[config.mk]
export PLATFORM = sky130hd
export DESIGN_NAME = db_ctrl_connector
export DESIGN_NICKNAME = d
export VERILOG_FILES = /design/src/source/db_ctrl_pkg.sv /design/src/source/db_ctrl_connector.sv
export SDC_FILE = /design/constraint.sdc
export NUM_CORES = 1
export LEC_CHECK = 0
export BUFFER_PORTS_ARGS = -buffer_cell sky130_fd_sc_hd__buf_2
export CAP_MARGIN = 5
export CORE_MARGIN = 2
export CORE_UTILIZATION = 30
export DETAILED_ROUTE_END_ITERATION = 6
export PLACE_DENSITY = 0.66
export REMOVE_ABC_BUFFERS = 1
export SYNTH_ARGS = -nofsm -noshare
export SYNTH_HDL_FRONTEND = slang
export SYNTH_SLANG_ARGS = --single-unit
[constraint.sdc]
create_clock -name clk -period 1.9 [get_ports clk]
set_input_delay 0.285 -clock clk [delete_from_list [all_inputs] [get_ports clk]]
set_output_delay 0.285 -clock clk [all_outputs]
set_load 0.05 [all_outputs]
[src/source/db_ctrl_pkg.sv]
package db_ctrl_pkg;

    // ==========================================================
    // Control commands
    // ==========================================================

    // Commands from the controller port
    typedef enum logic [2:0] {
        CMD_NOP   = 3'd0,
        CMD_GET   = 3'd1,
        CMD_SET   = 3'd2,
        CMD_UNSET = 3'd3,
        CMD_CLEAR = 3'd4
    } command_t;

    // ==========================================================
    // Response status
    // ==========================================================

    // Returned with every ack
    typedef enum logic [1:0] {
        STATUS_OK    = 2'd0,
        STATUS_MISS  = 2'd1,
        STATUS_ERROR = 2'd2
    } status_t;

    // ==========================================================
    // Helpers
    // ==========================================================

    // True for any encoding the peripheral knows how to execute
    function automatic logic command_is_valid(input command_t cmd);
        case (cmd)
            CMD_NOP,
            CMD_GET,
            CMD_SET,
            CMD_UNSET,
            CMD_CLEAR: return 1'b1;
            default:   return 1'b0;
        endcase
    endfunction

endpackage

[src/source/db_ctrl_connector.sv]
module db_ctrl_connector #(
    parameter type KEY_T   = logic [7:0],
    parameter type VALUE_T = logic [31:0]
) (
    input  logic                  clk,
    input  logic                  rst_n,
    // Controller side
    input  logic                  up_req,
    input  db_ctrl_pkg::command_t up_command,
    input  KEY_T                  up_key,
    input  VALUE_T                up_set_value,
    output logic                  up_rdy,
    output logic                  up_ack,
    output db_ctrl_pkg::status_t  up_status,
    output logic                  up_get_valid,
    output VALUE_T                up_get_value,
    // Peripheral side
    output logic                  dn_req,
    output db_ctrl_pkg::command_t dn_command,
    output KEY_T                  dn_key,
    output VALUE_T                dn_set_value,
    input  logic                  dn_rdy,
    input  logic                  dn_ack,
    input  db_ctrl_pkg::status_t  dn_status,
    input  logic                  dn_get_valid,
    input  VALUE_T                dn_get_value
);

    logic accept;
    // Accepted, ack not yet returned upstream
    logic outstanding;
    // Request issued to peripheral, ack not yet seen there
    logic dn_busy;

    assign accept = up_req && up_rdy;
    // Hold off until the registered ack has gone out
    assign up_rdy = dn_rdy && !outstanding;

    // ==========================================================
    // Control registers
    // ==========================================================
    always_ff @(posedge clk) begin
        if (!rst_n) begin
            dn_req      <= 1'b0;
            up_ack      <= 1'b0;
            outstanding <= 1'b0;
            dn_busy     <= 1'b0;
        end else begin
            // One-cycle strobe towards the peripheral
            dn_req <= accept;
            up_ack <= dn_ack;
            if (accept) begin
                outstanding <= 1'b1;
            end else if (up_ack) begin
                outstanding <= 1'b0;
            end
            if (dn_req) begin
                dn_busy <= 1'b1;
            end else if (dn_ack) begin
                dn_busy <= 1'b0;
            end
        end
    end

    // ==========================================================
    // Payload registers
    // ==========================================================
    always_ff @(posedge clk) begin
        // Request fields stay put until the next acceptance
        if (accept) begin
            dn_command   <= up_command;
            dn_key       <= up_key;
            dn_set_value <= up_set_value;
        end
        // Response fields, meaningful only alongside up_ack
        up_status    <= dn_status;
        up_get_valid <= dn_get_valid;
        up_get_value <= dn_get_value;
    end

    // Peripheral must be idle and free when a new request goes down
    assert property (@(posedge clk) disable iff (!rst_n)
        dn_req |-> (dn_rdy && !dn_busy));

endmodule

==> results of run 1 <==
## sequential cells by signal, indices dropped and copies added, names as in the netlist
signal        flops
dn_set_value     32
up_get_value     32
dn_key            8
dn_command        3
up_status         2
dn_req            1
outstanding       1
up_ack            1
up_get_valid      1
## logic make-up after synthesis
logic type         count (synthesis)  synth area share
DFF                               81             0.979
and+or+nand+nor                    5            0.0173
AOI/OAI and AO/OA                  1           0.00418
## worst max-delay path, stage by stage, from the launching register on
cell	delay, ns
dfxtp_1	0.32
nor2b_2	0.15
buf_2	0.28
## synth_stat cells
library cell	count	share of area
nor2b_2	1	0.0042
dfxtp_1	38	0.36
and3b_1	1	0.0042
and3_1	1	0.0030
and2_1	2	0.0060
a31o_1	1	0.0042
edfxtp_1	43	0.62
## metrics by stage
step / area [µm²] / setup slack (ns) / util / TNS (ns) / hold slack, ns
final: 3270 / 0.544 / 0.481 / 0 / 0.0530
after global routing: 3270 / 0.476 / 0.481 / 0 / 0.0218
after CTS: 3270 / 0.514 / 0.481 / 0 / 0.0285
after detailed placement: 3050 / 0.624 / 0.450 / 0 / 0.389
after global placement: 3050 / 0.650 / 0.450 / 0 / 0.387
after floorplan: 2100 / -0.442 / - / -18.99 / 0.313
## area by class of cell
type,instances,share of cell area
sequential,81,0.628
multi-input combinational,6,0.0142
timing repair buffer,164,0.256
clock buffer,11,0.0402
clock inverter,5,0.0249
tap,96,0.0368
## power groups by stage
stage          combinational, mW  sequential (mW)  clock, mW
2_1_floorplan             0.0271             2.29          0
3_3_place_gp               0.486             1.99          0
3_5_place_dp               0.490             1.99          0
4_1_cts                    0.491             1.95       1.34
5_1_grt                    0.510             1.96       1.41
6_report                   0.486             1.95       1.29
## worst paths after layout
check	depth (start not counted)	endpoint	start	slack, ns
worst min register to register	2	dn_req	outstanding	0.60
worst max register to register	3	dn_key[6]	outstanding	0.70
worst min-delay path	1	up_get_value[5]	dn_get_value[5]	0.05
worst max-delay path	2	up_rdy	outstanding	0.54
## per-layer routing
layer	share of wire	vias up	wire [µm]	GRT usage
met1	0.35	597	1460	0.111
met4	0.011	0	45	0.0671
li1	-	663	-	-
met3	0.18	4	738	0.0716
met5	0	-	0	0
met2	0.46	120	1950	0.158
==> flow_metrics.py, run 1 <==
metrics = {
    "synthesis": {
        "yosysWarnings": 0,
        "synthCells": 87,
        "yosysSeqAreaShare": 0.979,
        "synth.avg_cell_area_um2": 24.1,
        "ys_seq_elements": 81,
        "syn_area_um2": 2100,
        "ys_types": 7,
    },
    "clocking": {
        "holdBufCountCts": 0,
        "htree_levels": 3,
        "cts.sinks": 81,
        "numCtsBuffers": 9,
        "post_cts_buffers": 0,
        "clk_latency_ns": 0.33,
        "clockBufferDepth": 2,
        "cts_tree": "yes",
        "root_buffer": "clkbuf_8",
        "clkTransAtPathRegs_ns": 0.08,
        "postCtsResizedCells": 0,
    },
    "global_routing": {
        "grt_pass1_wl_mm": 5.93,
        "grt_overflow": 0,
        "grt_pass1_vias": 1332,
        "grt_start_max_net_pins": 44,
        "grt_use_total": 0.107,
        "antenna_found_initial": 0,
    },
    "power_and_ir_drop": {
        "pwr-share-comb": 0.131,
        "p_total_mw": 3.72,
        "internal_power_mw": 2.80,
        "power_density_nw_per_um2": 1140,
        "switchingPower_uw": 929,
        "leakage_nw": 1.50,
        "ir_worst_vdd_uv": 478,
        "clkPwrFrac": 0.346,
        "power.share.sequential": 0.524,
        "p_sw_frac": 0.249,
    },
    "floorplan": {
        "ios": 164,
        "row_count": 30,
        "dieArea_um2": 7670,
        "start_util": 0.309,
        "core_area_um2": 6790,
        "die_h_um": 87.6,
        "die_w_um": 87.6,
    },
    "setup_path": {
        "end_kind": "output port",
        "cp.arrival_ns": 1.07,
        "critical_path_class": "flip-flop to output port",
        "start_kind": "flip-flop",
        "worst-path-max-fanout": 4,
        "crit_required_ns": 1.62,
    },
    "route": {
        "wire_per_inst_um": 11.6,
        "wirelength_mm": 4.20,
        "ant_nets": 0,
        "viasPerCell": 3.81,
        "drt_iter0_markers": 28,
        "num_vias": 1384,
        "drc": 0,
        "dr.pass1.iters": 4,
    },
    "status": {
        "status": "finished clean",
    },
    "timing": {
        "maxSlewViolCount": 0,
        "rsz0062_at_grt": "no",
        "relSlewSlack": 0.825,
        "tightest_slew_ns": 0.264,
        "period_share": 0.714,
        "max_freq_ghz": 0.737,
        "hold_violations": 0,
        "fin_worst_skew_ns": 0.00538,
        "setup_violations": 0,
        "fin_crit_ns": 1.36,
    },
    "finish": {
        "layout_commonest_cell": "buf_2",
        "finalNetCount": 345,
        "diodes": 0,
        "final_layout_size_suffix_gt1_frac": 0.674,
        "fillerInstances": 613,
        "syn_to_final_growth_pct": 55.8,
        "most-common-layout-cells": "buf_2, edfxtp_1, dfxtp_1",
        "seq_area_um2": 2050,
        "final_cell_count_no_fill": 363,
        "multiInputGateArea_um2": 46.3,
    },
    "placed_design": {
        "hpwl_mm": 3.32,
        "place.gp.congestion": 0.699,
        "place_inst": 347,
        "io_buffers": 163,
    },
    "job": {
        "drv_cap": 0,
    },
    "min_path": {
        "hold_path.class": "primary input to flip-flop",
    },
}
(Power assumes the default switching activity.)
==> run 2, diff against run 1 <==
--- a/config.mk
+++ b/config.mk
@@ -5,6 +5,7 @@
 export SDC_FILE = /design/constraint.sdc
 export NUM_CORES = 1
 export LEC_CHECK = 0
+export ABC_AREA = 1
 export BUFFER_PORTS_ARGS = -buffer_cell sky130_fd_sc_hd__buf_2
 export CAP_MARGIN = 5
 export CORE_MARGIN = 2
==> constraint.sdc (replaced) <==
create_clock -name clk -period 1.1 [get_ports clk]
set_input_delay 0.165 -clock clk [delete_from_list [all_inputs] [get_ports clk]]
set_output_delay 0.165 -clock clk [all_outputs]
set_load 0.05 [all_outputs]
==> flow_metrics.py, run 2 <==
metrics = {
    "global_routing": {
        "grt_start_max_net_pins": 44,
        "antenna_found_initial": 0,
        "grt_pass1_vias": 1878,
        "grt_use_total": 0.148,
        "grt_overflow": 0,
        "grt_pass1_wl_mm": 8.46,
    },
    "route": {
        "ant_nets": 0,
        "num_vias": 1827,
        "drc": 0,
        "wire_per_inst_um": 14.4,
        "wirelength_mm": 6.54,
        "dr.pass1.iters": 2,
        "viasPerCell": 4.03,
        "drt_iter0_markers": 50,
    },
    "synthesis": {
        "ys.flop_type": "edfxtp_1",
        "ys_types": 9,
        "ys_seq_elements": 81,
        "synth_top_area_share": 0.614,
        "synth_area_leaders": "edfxtp_1, dfxtp_1, inv_1, nand2_1, nand4_1",
        "synthCells": 93,
        "synth_commonest_cells": "edfxtp_1, dfxtp_1, inv_1",
        "synth_edf_count": 43,
        "synth.avg_cell_area_um2": 22.6,
        "yosysWarnings": 0,
        "yosysTopAreaCell": "edfxtp_1",
        "yosysMostFrequentCell": "edfxtp_1",
        "yosysSeqAreaShare": 0.976,
        "syn_area_um2": 2100,
        "synth-async-reset-ratio": 0,
    },
    "floorplan": {
        "dieArea_um2": 7700,
        "core_area_um2": 6790,
        "start_util": 0.310,
        "die_h_um": 87.7,
        "die_w_um": 87.7,
        "ios": 164,
        "row_count": 30,
    },
    "placed_design": {
        "place.gp.congestion": 0.695,
        "placedInstanceArea_um2": 3070,
        "io_buffers": 163,
        "place_inst": 354,
    },
    "clocking": {
        "numCtsBuffers": 9,
        "cts_tree": "yes",
        "root_buffer": "clkbuf_8",
        "clockBufferDepth": 2,
        "clk_latency_ns": 0.34,
        "cts.sinks": 81,
        "htree_levels": 3,
        "clkTransAtPathRegs_ns": 0.08,
    },
    "finish": {
        "utilization": 0.655,
        "finalNetCount": 435,
        "reg_top3": "dn_set_value (32), up_get_value (32), dn_key (8)",
        "final_layout_size_suffix_gt1_frac": 0.529,
        "syn_to_final_growth_pct": 111,
        "most-common-layout-cells": "buf_2, dlygate4sd3_1, edfxtp_1",
        "layout_commonest_cell": "buf_2",
        "final_cell_count_no_fill": 453,
        "final_area_um2": 4450,
        "diodes": 0,
    },
    "power_and_ir_drop": {
        "p_total_mw": 6.46,
        "switchingPower_mw": 1.77,
        "power_density_nw_per_um2": 1450,
        "p_sw_frac": 0.273,
        "clkPwrFrac": 0.282,
        "power.share.sequential": 0.526,
        "ir_worst_vdd_uv": 813,
        "internal_power_mw": 4.69,
        "pwr-share-comb": 0.192,
        "leakage_nw": 1.98,
    },
    "timing": {
        "period_share": 1.01,
        "max_freq_ghz": 0.896,
        "relSlewSlack": 0.828,
        "hold_violations": 0,
        "tightest_slew_ns": 0.259,
        "timing.hold.ws_ns": 0.0442,
        "postLayoutSetupSlackWorst_ns": -0.0161,
        "fin_worst_skew_ns": 0.00735,
        "maxSlewViolCount": 0,
        "setup_violations": 2,
        "fin_crit_ns": 1.12,
        "rsz0062_at_grt": "yes",
    },
    "setup_path": {
        "critical_path_buf_inv_count": 1,
        "rr_worst_depth": 4,
        "rr_startpoint": "outstanding",
        "rrSetupSlack_ns": 0.02,
        "r2r-end": "dn_set_value[9]",
        "cp.arrival_ns": 0.95,
        "start_kind": "flip-flop",
        "crit_required_ns": 0.94,
        "path_cells": "buf_2",
        "worst-path-max-fanout": 1,
        "critical_path_class": "flip-flop to output port",
        "critPathMaxStageDelay_ns": 0.35,
        "end_kind": "output port",
        "cp_top_family": "flip-flops",
        "critical-path-slowest-cell": "edfxtp_1",
    },
    "status": {
        "violations": "setup timing",
        "status": "finished, violations left",
    },
    "job": {
        "drv_cap": 0,
    },
    "min_path": {
        "worstHoldEndpoint": "up_ack",
        "min_from": "rst_n",
        "hold_path.class": "primary input to flip-flop",
        "holdPathStages": 3,
    },
}
==> run 2: cell count changes after synthesis, sizes merged, moves of 2 or more <==
cell	delta
nand2	+3
nor2	+2
inv	+5
and2	-2
==> run 2: what timing repair did <==
action,in CTS,in global routing
hold buffers,77,2
hold endpoints to repair,77,2
gates cloned,0,4
resized for setup,39,97
endpoints found under the setup margin,29,105
pin swaps,1,0
buffers inserted,0,0
==> run 2: worst max path at each step <==
stage	endpoint	start	cells past startpoint	slack [ns]
global route	dn_set_value[24]	dn_set_value[24]	1	-0.06
detailed placement	dn_command[2]	outstanding	4	0.03
finish	dn_set_value[24]	dn_set_value[24]	1	-0.02
global placement	dn_set_value[29]	outstanding	4	0.04
floorplan	dn_command[0]	outstanding	3	-0.57
CTS	up_rdy	outstanding	2	-0.009
==> run 2: area by class of cell <==
class | count | area [µm²]
tap | 96 | 120
fill | 465 | 2350
multi-input combinational | 7 | 40.0
sequential | 81 | 2050
timing repair buffer | 248 | 2040
clock inverter | 5 | 33.8
clock buffer | 11 | 131
inverter | 5 | 23.8
==> run 2: kinds of logic after synthesis <==
group         count (synthesis)  synth area share
buf+inv                       5           0.00892
flops                        81             0.976
simple gates                  7            0.0155
==> run 2: routing by layer <==
metal	vias to the layer above	share of wire	global-route usage
met5	-	0	0
met4	0	0.013	0.0615
met3	11	0.10	0.0679
met2	118	0.52	0.266
met1	849	0.36	0.146
li1	849	-	-
==> run 2: stage by stage <==
step           setup TNS, ns  worst slack (ns)
3_5_place_dp               0            0.0338
3_3_place_gp               0            0.0450
4_1_cts              -0.0164          -0.00875
2_1_floorplan         -24.38            -0.566
6_report             -0.0179           -0.0161
5_1_grt                -1.11           -0.0586
==> run 2: power by group through the flow <==
stage / Sequential [mW] / Combinational, mW / Clock, mW
floorplan: 3.95 / 0.0472 / 0
global placement: 3.44 / 0.846 / 0
detailed placement: 3.44 / 0.851 / 0
CTS: 3.38 / 1.10 / 1.87
global route: 3.41 / 1.29 / 2.01
finish: 3.40 / 1.24 / 1.82
