**config.mk**
```make
export PLATFORM = sky130hd
export DESIGN_NAME = db_peripheral
export DESIGN_NICKNAME = d
export VERILOG_FILES = /design/src/source/db_ctrl_pkg.sv /design/src/source/db_peripheral.sv
export SDC_FILE = /design/constraint.sdc
export NUM_CORES = 1
export LEC_CHECK = 0
export BUFFER_PORTS_ARGS = -buffer_cell sky130_fd_sc_hd__buf_4
export CAP_MARGIN = 10
export CORE_ASPECT_RATIO = 1.25
export CORE_UTILIZATION = 45
export DETAILED_ROUTE_END_ITERATION = 10
export PLACE_DENSITY = 0.89
export SKIP_CTS_REPAIR_TIMING = 1
export SKIP_LAST_GASP = 1
export SYNTH_ARGS = -nofsm -noshare
export SYNTH_HDL_FRONTEND = slang
export SYNTH_SLANG_ARGS = --single-unit
```
**constraint.sdc**
```tcl
create_clock -name clk -period 2.65 [get_ports clk]
set_input_delay 0.6625 -clock clk [delete_from_list [all_inputs] [get_ports clk]]
set_output_delay 0.6625 -clock clk [all_outputs]
set_load 0.05 [all_outputs]
```
**src/source/db_ctrl_pkg.sv**
```systemverilog
package db_ctrl_pkg;

    // ==========================================================
    // Control commands
    // ==========================================================

    // Commands from the controller port
    typedef enum logic [2:0] {
        CMD_NOP   = 3'd0,
        CMD_GET   = 3'd1,
        CMD_SET   = 3'd2,
        CMD_UNSET = 3'd3,
        CMD_CLEAR = 3'd4
    } command_t;

    // ==========================================================
    // Response status
    // ==========================================================

    // Returned with every ack
    typedef enum logic [1:0] {
        STATUS_OK    = 2'd0,
        STATUS_MISS  = 2'd1,
        STATUS_ERROR = 2'd2
    } status_t;

    // ==========================================================
    // Helpers
    // ==========================================================

    // True for any encoding the peripheral knows how to execute
    function automatic logic command_is_valid(input command_t cmd);
        case (cmd)
            CMD_NOP,
            CMD_GET,
            CMD_SET,
            CMD_UNSET,
            CMD_CLEAR: return 1'b1;
            default:   return 1'b0;
        endcase
    endfunction

endpackage

```
**src/source/db_peripheral.sv**
```systemverilog
module db_peripheral #(
    parameter type KEY_T   = logic [7:0],
    parameter type VALUE_T = logic [31:0]
) (
    input  logic                  clk,
    input  logic                  rst_n,
    // Control side
    input  logic                  req,
    input  db_ctrl_pkg::command_t command,
    input  KEY_T                  key,
    input  VALUE_T                set_value,
    output logic                  rdy,
    output logic                  ack,
    output db_ctrl_pkg::status_t  status,
    output logic                  get_valid,
    output VALUE_T                get_value,
    // Store clearing
    output logic                  init,
    input  logic                  init_done,
    // Store write port
    output logic                  wr,
    output KEY_T                  wr_key,
    output VALUE_T                wr_value,
    output logic                  wr_valid,
    // Store read port
    output logic                  rd_req,
    output KEY_T                  rd_key,
    input  logic                  rd_ack,
    input  logic                  rd_valid,
    input  VALUE_T                rd_value
);

    typedef enum logic [2:0] {
        ST_IDLE,
        ST_READ,
        ST_READ_WAIT,
        ST_WRITE,
        ST_ACK,
        ST_CLEARING
    } state_t;

    state_t                state;
    logic                  accept;
    // Latched request
    db_ctrl_pkg::command_t cmd_r;
    KEY_T                  key_r;
    VALUE_T                value_r;
    // Latched result
    db_ctrl_pkg::status_t  status_r;
    logic                  get_valid_r;
    VALUE_T                get_value_r;

    assign rdy    = (state == ST_IDLE) && init_done;
    assign accept = req && rdy;

    // ==========================================================
    // Sequencer FSM
    // ==========================================================
    always_ff @(posedge clk) begin
        if (!rst_n) begin
            state <= ST_IDLE;
            init  <= 1'b0;
        end else begin
            init <= 1'b0;
            case (state)
                ST_IDLE: begin
                    if (accept) begin
                        case (command)
                            db_ctrl_pkg::CMD_GET,
                            db_ctrl_pkg::CMD_UNSET: state <= ST_READ;
                            db_ctrl_pkg::CMD_SET:   state <= ST_WRITE;
                            db_ctrl_pkg::CMD_CLEAR: begin
                                state <= ST_CLEARING;
                                init  <= 1'b1;
                            end
                            // NOP and unknown encodings ack at once
                            default: state <= ST_ACK;
                        endcase
                    end
                end
                ST_READ: state <= ST_READ_WAIT;
                ST_READ_WAIT: begin
                    if (rd_ack) begin
                        // UNSET always writes back, even for an absent key
                        state <= (cmd_r == db_ctrl_pkg::CMD_UNSET) ? ST_WRITE : ST_ACK;
                    end
                end
                ST_WRITE: state <= ST_ACK;
                ST_ACK:   state <= ST_IDLE;
                ST_CLEARING: begin
                    // init_done still high in the init cycle itself
                    if (init_done && !init) begin
                        state <= ST_ACK;
                    end
                end
                default: state <= ST_IDLE;
            endcase
        end
    end

    // ==========================================================
    // Request and result registers
    // ==========================================================
    always_ff @(posedge clk) begin
        if (accept) begin
            cmd_r       <= command;
            key_r       <= key;
            value_r     <= set_value;
            status_r    <= db_ctrl_pkg::command_is_valid(command) ?
                           db_ctrl_pkg::STATUS_OK : db_ctrl_pkg::STATUS_ERROR;
            get_valid_r <= 1'b0;
            get_value_r <= '0;
        end else if ((state == ST_READ_WAIT) && rd_ack) begin
            if (!rd_valid) begin
                status_r <= db_ctrl_pkg::STATUS_MISS;
            end else if (cmd_r == db_ctrl_pkg::CMD_GET) begin
                get_valid_r <= 1'b1;
                get_value_r <= rd_value;
            end
        end
    end

    // Store accesses
    assign rd_req   = (state == ST_READ);
    assign rd_key   = key_r;
    assign wr       = (state == ST_WRITE);
    assign wr_key   = key_r;
    assign wr_value = value_r;
    // SET marks valid, UNSET clears
    assign wr_valid = (cmd_r == db_ctrl_pkg::CMD_SET);

    // Response
    assign ack       = (state == ST_ACK);
    assign status    = status_r;
    assign get_valid = get_valid_r;
    assign get_value = get_value_r;

    // Store answers only what was asked, one cycle later
    assert property (@(posedge clk) disable iff (!rst_n) rd_ack |-> $past(rd_req));

endmodule

```
==> impl_metrics.py, run 1 <==
metrics = {
    "timing": {
        "max_slew_margin_pct": 72.8,
        "setup_ws_ns": 0.501,
        "fmax_ghz": 0.465,
        "finalHoldViolCount": 0,
        "fin_tns_setup_ns": 0,
        "slew_viol_final": 0,
        "min_period_ns": 2.15,
        "tightest_slew_ns": 0.407,
        "rsz0062_at_grt": "no",
        "setup_viol": 0,
        "skew_ns": 0.00973,
        "period_share_pct": 81.1,
    },
    "route": {
        "drc": 0,
        "drt-met1-wl_um": 2930,
        "via_per_inst": 4.80,
        "dr_wl_met2_um": 4370,
        "highest_layer": "met4",
        "ant_nets": 0,
        "drtIter0Drc": 112,
        "drtPass1Iterations": 4,
        "vias": 2421,
        "wire_per_inst_um": 15.6,
        "wl_um": 7850,
        "routed-wl-met3_um": 365,
    },
    "yosys": {
        "synthCells": 246,
        "ys_types": 31,
        "syn_area_mm2": 0.00316,
        "synthArstFlopShare_pct": 0,
        "synthMuxAreaShare_pct": 0,
        "yosys_register_bits": 82,
        "yosys_most_used_dff": "edfxtp_1",
        "ys_top_cells_by_count": "edfxtp_1, nand2_1, dfxtp_1",
        "synthSimpleGateAreaFrac_pct": 15.5,
        "synth_top_area_share_pct": 42.8,
        "synth_fa_ha_area_share_pct": 0,
        "synth_warnings": 0,
        "synth-edff-count": 45,
        "synthXorXnorAreaFrac_pct": 0.277,
        "syn-num-nets": 327,
        "netlist_top_cells_area": "edfxtp_1, dfxtp_1, a21oi_2",
        "synth_top_family_by_area": "simple AND/OR/NAND/NOR gates",
        "synth_most_common_cell": "edfxtp_1",
        "synth_compound_area_share_pct": 11.0,
        "seq_area_frac_synth_pct": 66.2,
        "syn_avg_cell_area_um2": 12.8,
        "yosys.area.top_type": "edfxtp_1",
    },
    "cells_and_area": {
        "final_cells": 504,
        "syn_to_final_growth_pct": 46.2,
        "final_core_util_pct": 69.1,
        "drive_gt1_share_pct": 60.7,
        "n_antenna_cell": 0,
        "nets": 493,
        "fill_cells": 513,
    },
    "floorplan": {
        "dieArea_mm2": 0.00737,
        "row_count": 33,
        "die-height_um": 95.7,
        "core_area_mm2": 0.00669,
        "ios": 170,
        "fp.dieW_um": 77.0,
        "start_util_pct": 47.3,
    },
    "pwr": {
        "p_sw_uw": 714,
        "power.density_mw_per_mm2": 594,
        "combPwrFrac_pct": 15.7,
        "pwr-share-seq_pct": 51.6,
        "p_leak_uw": 0.00191,
        "sw_frac_of_total_pct": 26.0,
        "max-vdd-ir-drop_mv": 0.314,
        "p_int_uw": 2030,
        "p_clk_share_pct": 32.8,
    },
    "clock_tree": {
        "cts.clk_slew.worst_paths_ns": 0.08,
        "numCtsBuffers": 9,
        "cts_num_sinks": 82,
        "cts_max_level": 3,
        "cts_tree": "done",
        "cts_root_buf": "clkbuf_8",
        "cts_buffer_depth": 2,
        "clkLatencyLatePin_ns": 0.33,
    },
    "run_status": {
        "status": "finished, final reports clean",
    },
    "place": {
        "gp_congestion": 0.812,
        "dp.cells": 488,
        "dpl.hpwl_um": 5930,
        "post-place-ws_ns": 0.763,
        "portBuffers": 169,
    },
    "global_route": {
        "grt_pass1_vias": 2347,
        "grt_max_degree": 30,
        "grt_pass1_wl_um": 11700,
        "antenna_found_initial": 0,
        "grtUsageTotal_pct": 21.1,
        "gr-total-overflow": 0,
    },
    "critical_path": {
        "end_kind": "output port",
        "rrSetupSlack_ns": 0.86,
        "critPathMaxStageDelay_ns": 0.52,
        "critPathArrivalTime_ns": 1.49,
        "worstSetupPathType": "flip-flop to output port",
        "worst_path_max_delay_cell": "dfxtp_1",
        "r2r-end": "wr_value[1]",
        "crit_chain": "nor2b_1 > and2_1 > buf_4",
        "start_kind": "flip-flop",
        "crit_path_max_fanout": 9,
        "r2r-start": "state[2]",
        "cp.required_ns": 1.99,
        "r2r_cells": 5,
    },
    "run": {
        "max_cap_viol_count": 0,
    },
    "min_path": {
        "hold_path_depth": 2,
        "hold_end": "get_value[31]",
        "min-delay-start": "get_value[31]",
        "min_path_type": "flip-flop to flip-flop",
    },
}
## per-stage QoR
stage               hold WS (ns)  power, uW  area [um^2]
detailed placement         0.449       1880         4410
global route               0.479       2830         4620
floorplan                  0.601       1690         3160
global placement           0.445       1870         4410
finish                     0.459       2750         4620
CTS                        0.460       2760         4620
## power groups by stage
stage               Combinational (uW)  Sequential [uW]  Clock (uW)
global placement                   424             1440           0
global route                       450             1420         963
detailed placement                 432             1450           0
finish                             430             1420         899
CTS                                433             1420         912
floorplan                          127             1570           0
## placed cells by master (no fill, tap or decap), drive strengths merged, types with 2 or more instances in the layout
cell	n
nor2	8
clkinv	3
and2	2
clkbuf	13
nand2	68
and4bb	2
dfxtp	37
edfxtp	45
nand2b	2
o31a	2
o21ai	6
nor2b	2
nand3	2
buf	176
inv	3
nor3b	3
a21oi	34
## registers in the layout (all words and copies together) (netlist names)
name       flops
wr_value      32
rd_key         8
get_valid      1
get_value     32
status         2
init           1
state          3
cmd_r          3
## how the worst max path moves through the flow
stage / start / end / slack, ns / cells past startpoint
2_1_floorplan: state[0] / rd_req / 0.31 / 2
3_3_place_gp: init_done / rd_key[2] / 0.79 / 5
3_5_place_dp: init_done / rd_key[6] / 0.76 / 5
4_1_cts: state[1] / wr / 0.48 / 3
5_1_grt: state[1] / wr / 0.42 / 3
6_report: state[1] / wr / 0.50 / 3
## layout make-up
class / count / area, um^2 / area share (%)
Clock inverter: 3 / 17.5 / 0.379
Inverter: 4 / 16.3 / 0.352
Timing Repair Buffer: 176 / 1350 / 29.1
Tap cell: 87 / 109 / 2.36
Multi-Input combinational cell: 139 / 850 / 18.4
Clock buffer: 13 / 191 / 4.14
Sequential cell: 82 / 2090 / 45.3
## kinds of logic after synthesis
| group | Yosys count |
|---|---|
| AND/OR/NAND/NOR | 93 |
| buffers and inverters | 25 |
| AO/OA/AOI/OAI | 45 |
| XOR/XNOR | 1 |
| flip-flops | 82 |
## routing by layer
metal | vias up | track usage (%)
li1 | 1163 | -
met3 | 13 | 4.55
met5 | - | 0
met2 | 102 | 40.8
met4 | 0 | 8.81
met1 | 1143 | 22.2
## worst max-delay path, delay by kind of cell (launching register included)
kind                   cells  cell delay [ns]
buffers and inverters      1             0.19
and+or+nand+nor            2             0.44
DFF                        1             0.52
Power figures use the tool's default switching activity.
==> inputs of run 2 (changes only) <==
--- a/config.mk
+++ b/config.mk
@@ -8,9 +8,9 @@
 export BUFFER_PORTS_ARGS = -buffer_cell sky130_fd_sc_hd__buf_4
 export CAP_MARGIN = 10
 export CORE_ASPECT_RATIO = 1.25
-export CORE_UTILIZATION = 45
+export CORE_UTILIZATION = 40
 export DETAILED_ROUTE_END_ITERATION = 10
-export PLACE_DENSITY = 0.89
+export PLACE_DENSITY = 0.85
 export SKIP_CTS_REPAIR_TIMING = 1
 export SKIP_LAST_GASP = 1
 export SYNTH_ARGS = -nofsm -noshare
==> constraint.sdc (replaced) <==
create_clock -name clk -period 1.9 [get_ports clk]
set_input_delay 0.475 -clock clk [delete_from_list [all_inputs] [get_ports clk]]
set_output_delay 0.475 -clock clk [all_outputs]
set_load 0.05 [all_outputs]
==> run 2 against run 1 <==
Effect of this change:
- clock power grew 38%
- largest cell class unchanged
- routed wire length fell by 6.0%
- sequential power grew 39%
- sequential share of layout area decreased by 0.47 points
- setup slack got worse by 0.39 ns
- utilization is 7.1 points lower
- via count is 0.95% lower
- count of clock-buffer cells in the layout down 4
- critical endpoint unchanged
- critical path depth rose by 1
- largest power group unchanged
- register-to-register slack worse by 0.56 ns
==> impl_metrics.py, run 2 (synthesis results as in run 1) <==
metrics = {
    "cells_and_area": {
        "nets": 495,
        "n_antenna_cell": 0,
        "syn_to_final_growth_pct": 47.9,
        "final_cell_mix": "buf_4, edfxtp_1, nand2_1",
        "drive_gt1_share_pct": 62.5,
        "final_common_cell": "buf_4",
        "fill_cells": 609,
    },
    "critical_path": {
        "r2r-end": "get_value[28]",
        "r2r_cells": 6,
        "worst_path_max_delay_cell": "dfxtp_2",
        "end_kind": "output port",
        "critPathMaxStageDelay_ns": 0.34,
        "crit_chain": "buf_4 > nor2b_4 > and2_1 > buf_6",
        "rrSetupSlack_ns": 0.30,
        "start_kind": "flip-flop",
        "crit_cells": 4,
        "critPathArrivalTime_ns": 1.31,
        "cp.required_ns": 1.42,
        "crit_family": "flip-flops",
        "r2r-start": "state[0]",
        "worstSetupPathType": "flip-flop to output port",
        "critPathBufInv": 2,
        "crit_path_max_fanout": 8,
    },
    "pwr": {
        "p_leak_uw": 0.00192,
        "power.density_mw_per_mm2": 817,
        "max-vdd-ir-drop_mv": 0.472,
    },
    "min_path": {
        "min-delay-start": "set_value[20]",
        "min_path_type": "input port to flip-flop",
        "hold_end": "wr_value[20]",
        "hold_path_depth": 1,
    },
    "clock_tree": {
        "cts_buffer_depth": 2,
        "clkLatencyLatePin_ns": 0.34,
        "cts.clk_slew.worst_paths_ns": 0.09,
        "cts_num_sinks": 82,
        "cts_root_buf": "clkbuf_8",
        "cts_max_level": 3,
        "numCtsBuffers": 9,
        "cts_tree": "done",
    },
    "timing": {
        "period_share_pct": 93.9,
        "finalHoldViolCount": 0,
        "whs_ns": 0.306,
        "fmax_ghz": 0.560,
        "skew_ns": 0.0104,
        "min_period_ns": 1.78,
        "tightest_slew_ns": 0.268,
        "max_slew_margin_pct": 82.0,
        "slew_viol_final": 0,
        "rsz0062_at_grt": "no",
        "setup_ws_ns": 0.115,
        "setup_viol": 0,
    },
    "floorplan": {
        "row_count": 35,
        "ios": 170,
        "fp.dieW_um": 81.5,
        "die-height_um": 101,
        "core_area_mm2": 0.00753,
        "dieArea_mm2": 0.00826,
        "start_util_pct": 42.0,
    },
    "place": {
        "gp_congestion": 0.833,
        "portBuffers": 169,
        "post-place-ws_ns": 0.295,
        "dpl.hpwl_um": 5590,
    },
    "global_route": {
        "grt_max_degree": 40,
        "gr-total-overflow": 0,
        "grtUsageTotal_pct": 17.8,
        "grt_pass1_vias": 2334,
        "grt_pass1_wl_um": 11000,
        "antenna_found_initial": 0,
    },
    "route": {
        "ant_nets": 0,
        "drc": 0,
        "wire_per_inst_um": 14.4,
        "vias": 2398,
        "wl_um": 7380,
        "drtPass1Iterations": 4,
        "drtIter0Drc": 91,
        "via_per_inst": 4.69,
    },
    "run_status": {
        "status": "finished, final reports clean",
    },
    "run": {
        "max_cap_viol_count": 0,
    },
}
-- run 2: cell types whose count changed in the layout (fill, tap and decap cells not counted), sizes merged --
cell,before,now
clkinv,3,2
clkbuf,13,9
inv,3,6
clkinvlp,1,2
buf,176,178
bufinv,0,1
-- run 2: layout make-up --
class / instances / area [um^2] / share of cell area [%]
sequential: 82 / 2090 / 44.8
timing repair buffer: 178 / 1380 / 29.5
multi-input combinational: 139 / 873 / 18.7
clock buffer: 9 / 124 / 2.65
tap: 92 / 115 / 2.46
clock inverter: 7 / 73.8 / 1.58
inverter: 4 / 16.3 / 0.348
-- run 2: metrics by stage --
| step | power, uW | setup TNS, ns | util (%) | instances | cell area [um^2] |
|---|---|---|---|---|---|
| floorplan | 2370 | 0 | - | 246 | 3180 |
| global placement | 2610 | 0 | 59.3 | 495 | 4460 |
| detailed placement | 2620 | 0 | 59.3 | 495 | 4460 |
| CTS | 3860 | -0.0238 | 61.9 | 511 | 4660 |
| global route | 3970 | 0 | 62.0 | 511 | 4670 |
| finish | 3820 | 0 | 62.0 | 511 | 4670 |
-- run 2: metal layers --
layer,part of all wire [%],up-vias,track usage [%]
met5,0,-,0
met4,2.4,0,7.14
met3,7.8,13,5.05
met2,54,106,32.7
met1,36,1114,18.6
li1,-,1165,-
-- run 2: worst max-delay path by stage --
stage / startpoint / end / slack [ns]
after floorplan: state[2] / cmd_r[0] / 0.04
after global placement: rd_ack / get_value[30] / 0.34
after detailed placement: rd_ack / get_value[28] / 0.30
after CTS: state[1] / wr / -0.02
after global routing: state[1] / wr / 0.02
final: state[1] / wr / 0.12
-- run 2: power breakdown --
group | internal, uW | total (uW) | switching, uW
Clock | 615 | 1240 | 621
Combinational | 233 | 615 | 383
Sequential | 1940 | 1970 | 22.9
==> inputs of run 3 (changes only) <==
==> constraint.sdc (replaced) <==
create_clock -name clk -period 1.9 [get_ports clk]
set_input_delay 0.475 -clock clk [delete_from_list [all_inputs] [get_ports clk]]
set_output_delay 0.475 -clock clk [all_outputs]
set_load 0.02 [all_outputs]
==> run 3 against run 2 <==
Effect of this change:
- first-iteration DRC count fell by 23%
- die area did not move
- setup slack got worse by 0.037 ns
- combinational power fell by 26%
- sequential share of layout area rose by 0.77 points
- critical path depth fell by 1
- critical path type unchanged
- critical endpoint is now rdy
- largest cell class unchanged
- largest power group unchanged
==> impl_metrics.py, run 3 (synthesis results as in run 1) <==
metrics = {
    "pwr": {
        "power.density_mw_per_mm2": 758,
        "combPwrFrac_pct": 13.0,
        "p_clk_share_pct": 30.4,
        "p_int_uw": 2630,
        "p_leak_uw": 0.00188,
        "pwr-share-seq_pct": 56.6,
        "max-vdd-ir-drop_mv": 0.381,
        "sw_frac_of_total_pct": 24.5,
        "p_sw_uw": 853,
    },
    "route": {
        "drc": 0,
        "via_per_inst": 4.75,
        "wl_um": 7570,
        "drtIter0Drc": 70,
        "vias": 2419,
        "wire_per_inst_um": 14.9,
        "ant_nets": 0,
        "drtPass1Iterations": 4,
    },
    "min_path": {
        "min_path_type": "input port to flip-flop",
    },
    "global_route": {
        "grt_pass1_vias": 2365,
        "grt_pass1_wl_um": 11400,
        "antenna_found_initial": 0,
        "grt_max_degree": 46,
        "grtUsageTotal_pct": 18.7,
        "gr-total-overflow": 0,
    },
    "clock_tree": {
        "cts_root_buf": "clkbuf_8",
        "numCtsBuffers": 9,
        "clkLatencyLatePin_ns": 0.34,
        "cts_tree": "done",
        "cts_max_level": 3,
        "cts.clk_slew.worst_paths_ns": 0.08,
        "cts_num_sinks": 82,
        "cts_buffer_depth": 2,
    },
    "timing": {
        "fmax_ghz": 0.549,
        "period_share_pct": 95.9,
        "rsz0062_at_grt": "no",
        "fin_tns_setup_ns": 0,
        "max_slew_margin_pct": 76.8,
        "skew_ns": 0.00765,
        "slew_viol_final": 0,
        "setup_viol": 0,
        "finalHoldViolCount": 0,
        "min_period_ns": 1.82,
        "tightest_slew_ns": 0.348,
    },
    "run_status": {
        "status": "finished, final reports clean",
    },
    "cells_and_area": {
        "nets": 493,
        "final_core_util_pct": 61.0,
        "syn_to_final_growth_pct": 45.4,
        "final_cell_mix": "buf_4, edfxtp_1, nand2_1",
        "n_antenna_cell": 0,
        "final_common_cell": "buf_4",
        "drive_gt1_share_pct": 60.4,
    },
    "critical_path": {
        "crit_path_max_fanout": 11,
        "cp.required_ns": 1.42,
        "start_kind": "flip-flop",
        "worst_path_max_delay_cell": "dfxtp_1",
        "critPathArrivalTime_ns": 1.35,
        "critPathMaxStageDelay_ns": 0.42,
        "worstSetupPathType": "flip-flop to output port",
        "crit_chain": "nor3_2 > and2_1 > buf_4",
        "end_kind": "output port",
    },
    "floorplan": {
        "die-height_um": 101,
        "ios": 170,
        "start_util_pct": 42.0,
        "dieArea_mm2": 0.00826,
        "fp.dieW_um": 81.5,
        "row_count": 35,
        "core_area_mm2": 0.00753,
    },
    "run": {
        "max_cap_viol_count": 0,
    },
    "place": {
        "dpl.hpwl_um": 5720,
        "portBuffers": 169,
        "gp_congestion": 0.815,
    },
}
-- run 3: layout make-up --
cell class / count / area, um^2
Fill cell: 625 / 2940
Sequential cell: 82 / 2090
Timing Repair Buffer: 176 / 1360
Multi-Input combinational cell: 139 / 850
Clock buffer: 10 / 128
Tap cell: 92 / 115
Clock inverter: 6 / 33.8
Inverter: 4 / 16.3
-- run 3: per-stage QoR --
stage,std cells,total power [uW],hold slack (ns),instance area (um^2),setup WS [ns]
global placement,493,2450,0.444,4430,0.336
global route,509,3620,0.276,4590,0.0112
floorplan,246,2210,0.533,3160,0.0670
finish,509,3480,0.301,4590,0.0785
detailed placement,493,2470,0.456,4430,0.277
CTS,509,3510,0.282,4590,0.00750
-- run 3: final timing paths --
check                                   from  cells after the start  slack [ns]            to
worst max-delay path                state[2]                      3        0.08           rdy
worst min-delay path            set_value[8]                      1        0.30   wr_value[8]
worst max register to register      state[2]                      5        0.25     rd_key[6]
worst min register to register  get_value[0]                      2        0.47  get_value[0]
-- run 3: worst max-delay path: cells and delay by family, from the launching register on --
kind          cells  cell delay (ns)
simple gates      2             0.44
flops             1             0.42
buf+inv           1             0.15
-- run 3: power groups by stage --
| stage | clock, uW | combinational, uW | sequential [uW] |
|---|---|---|---|
| 2_1_floorplan | 0 | 142 | 2070 |
| 3_3_place_gp | 0 | 446 | 2010 |
| 3_5_place_dp | 0 | 456 | 2010 |
| 4_1_cts | 1090 | 456 | 1970 |
| 5_1_grt | 1160 | 482 | 1980 |
| 6_report | 1060 | 453 | 1970 |
-- run 3: metal layers --
metal,share of wire (%),global-route usage [%]
met5,0,0
met4,3.0,10.9
met3,6.6,3.96
met2,55,34.6
met1,35,19.0
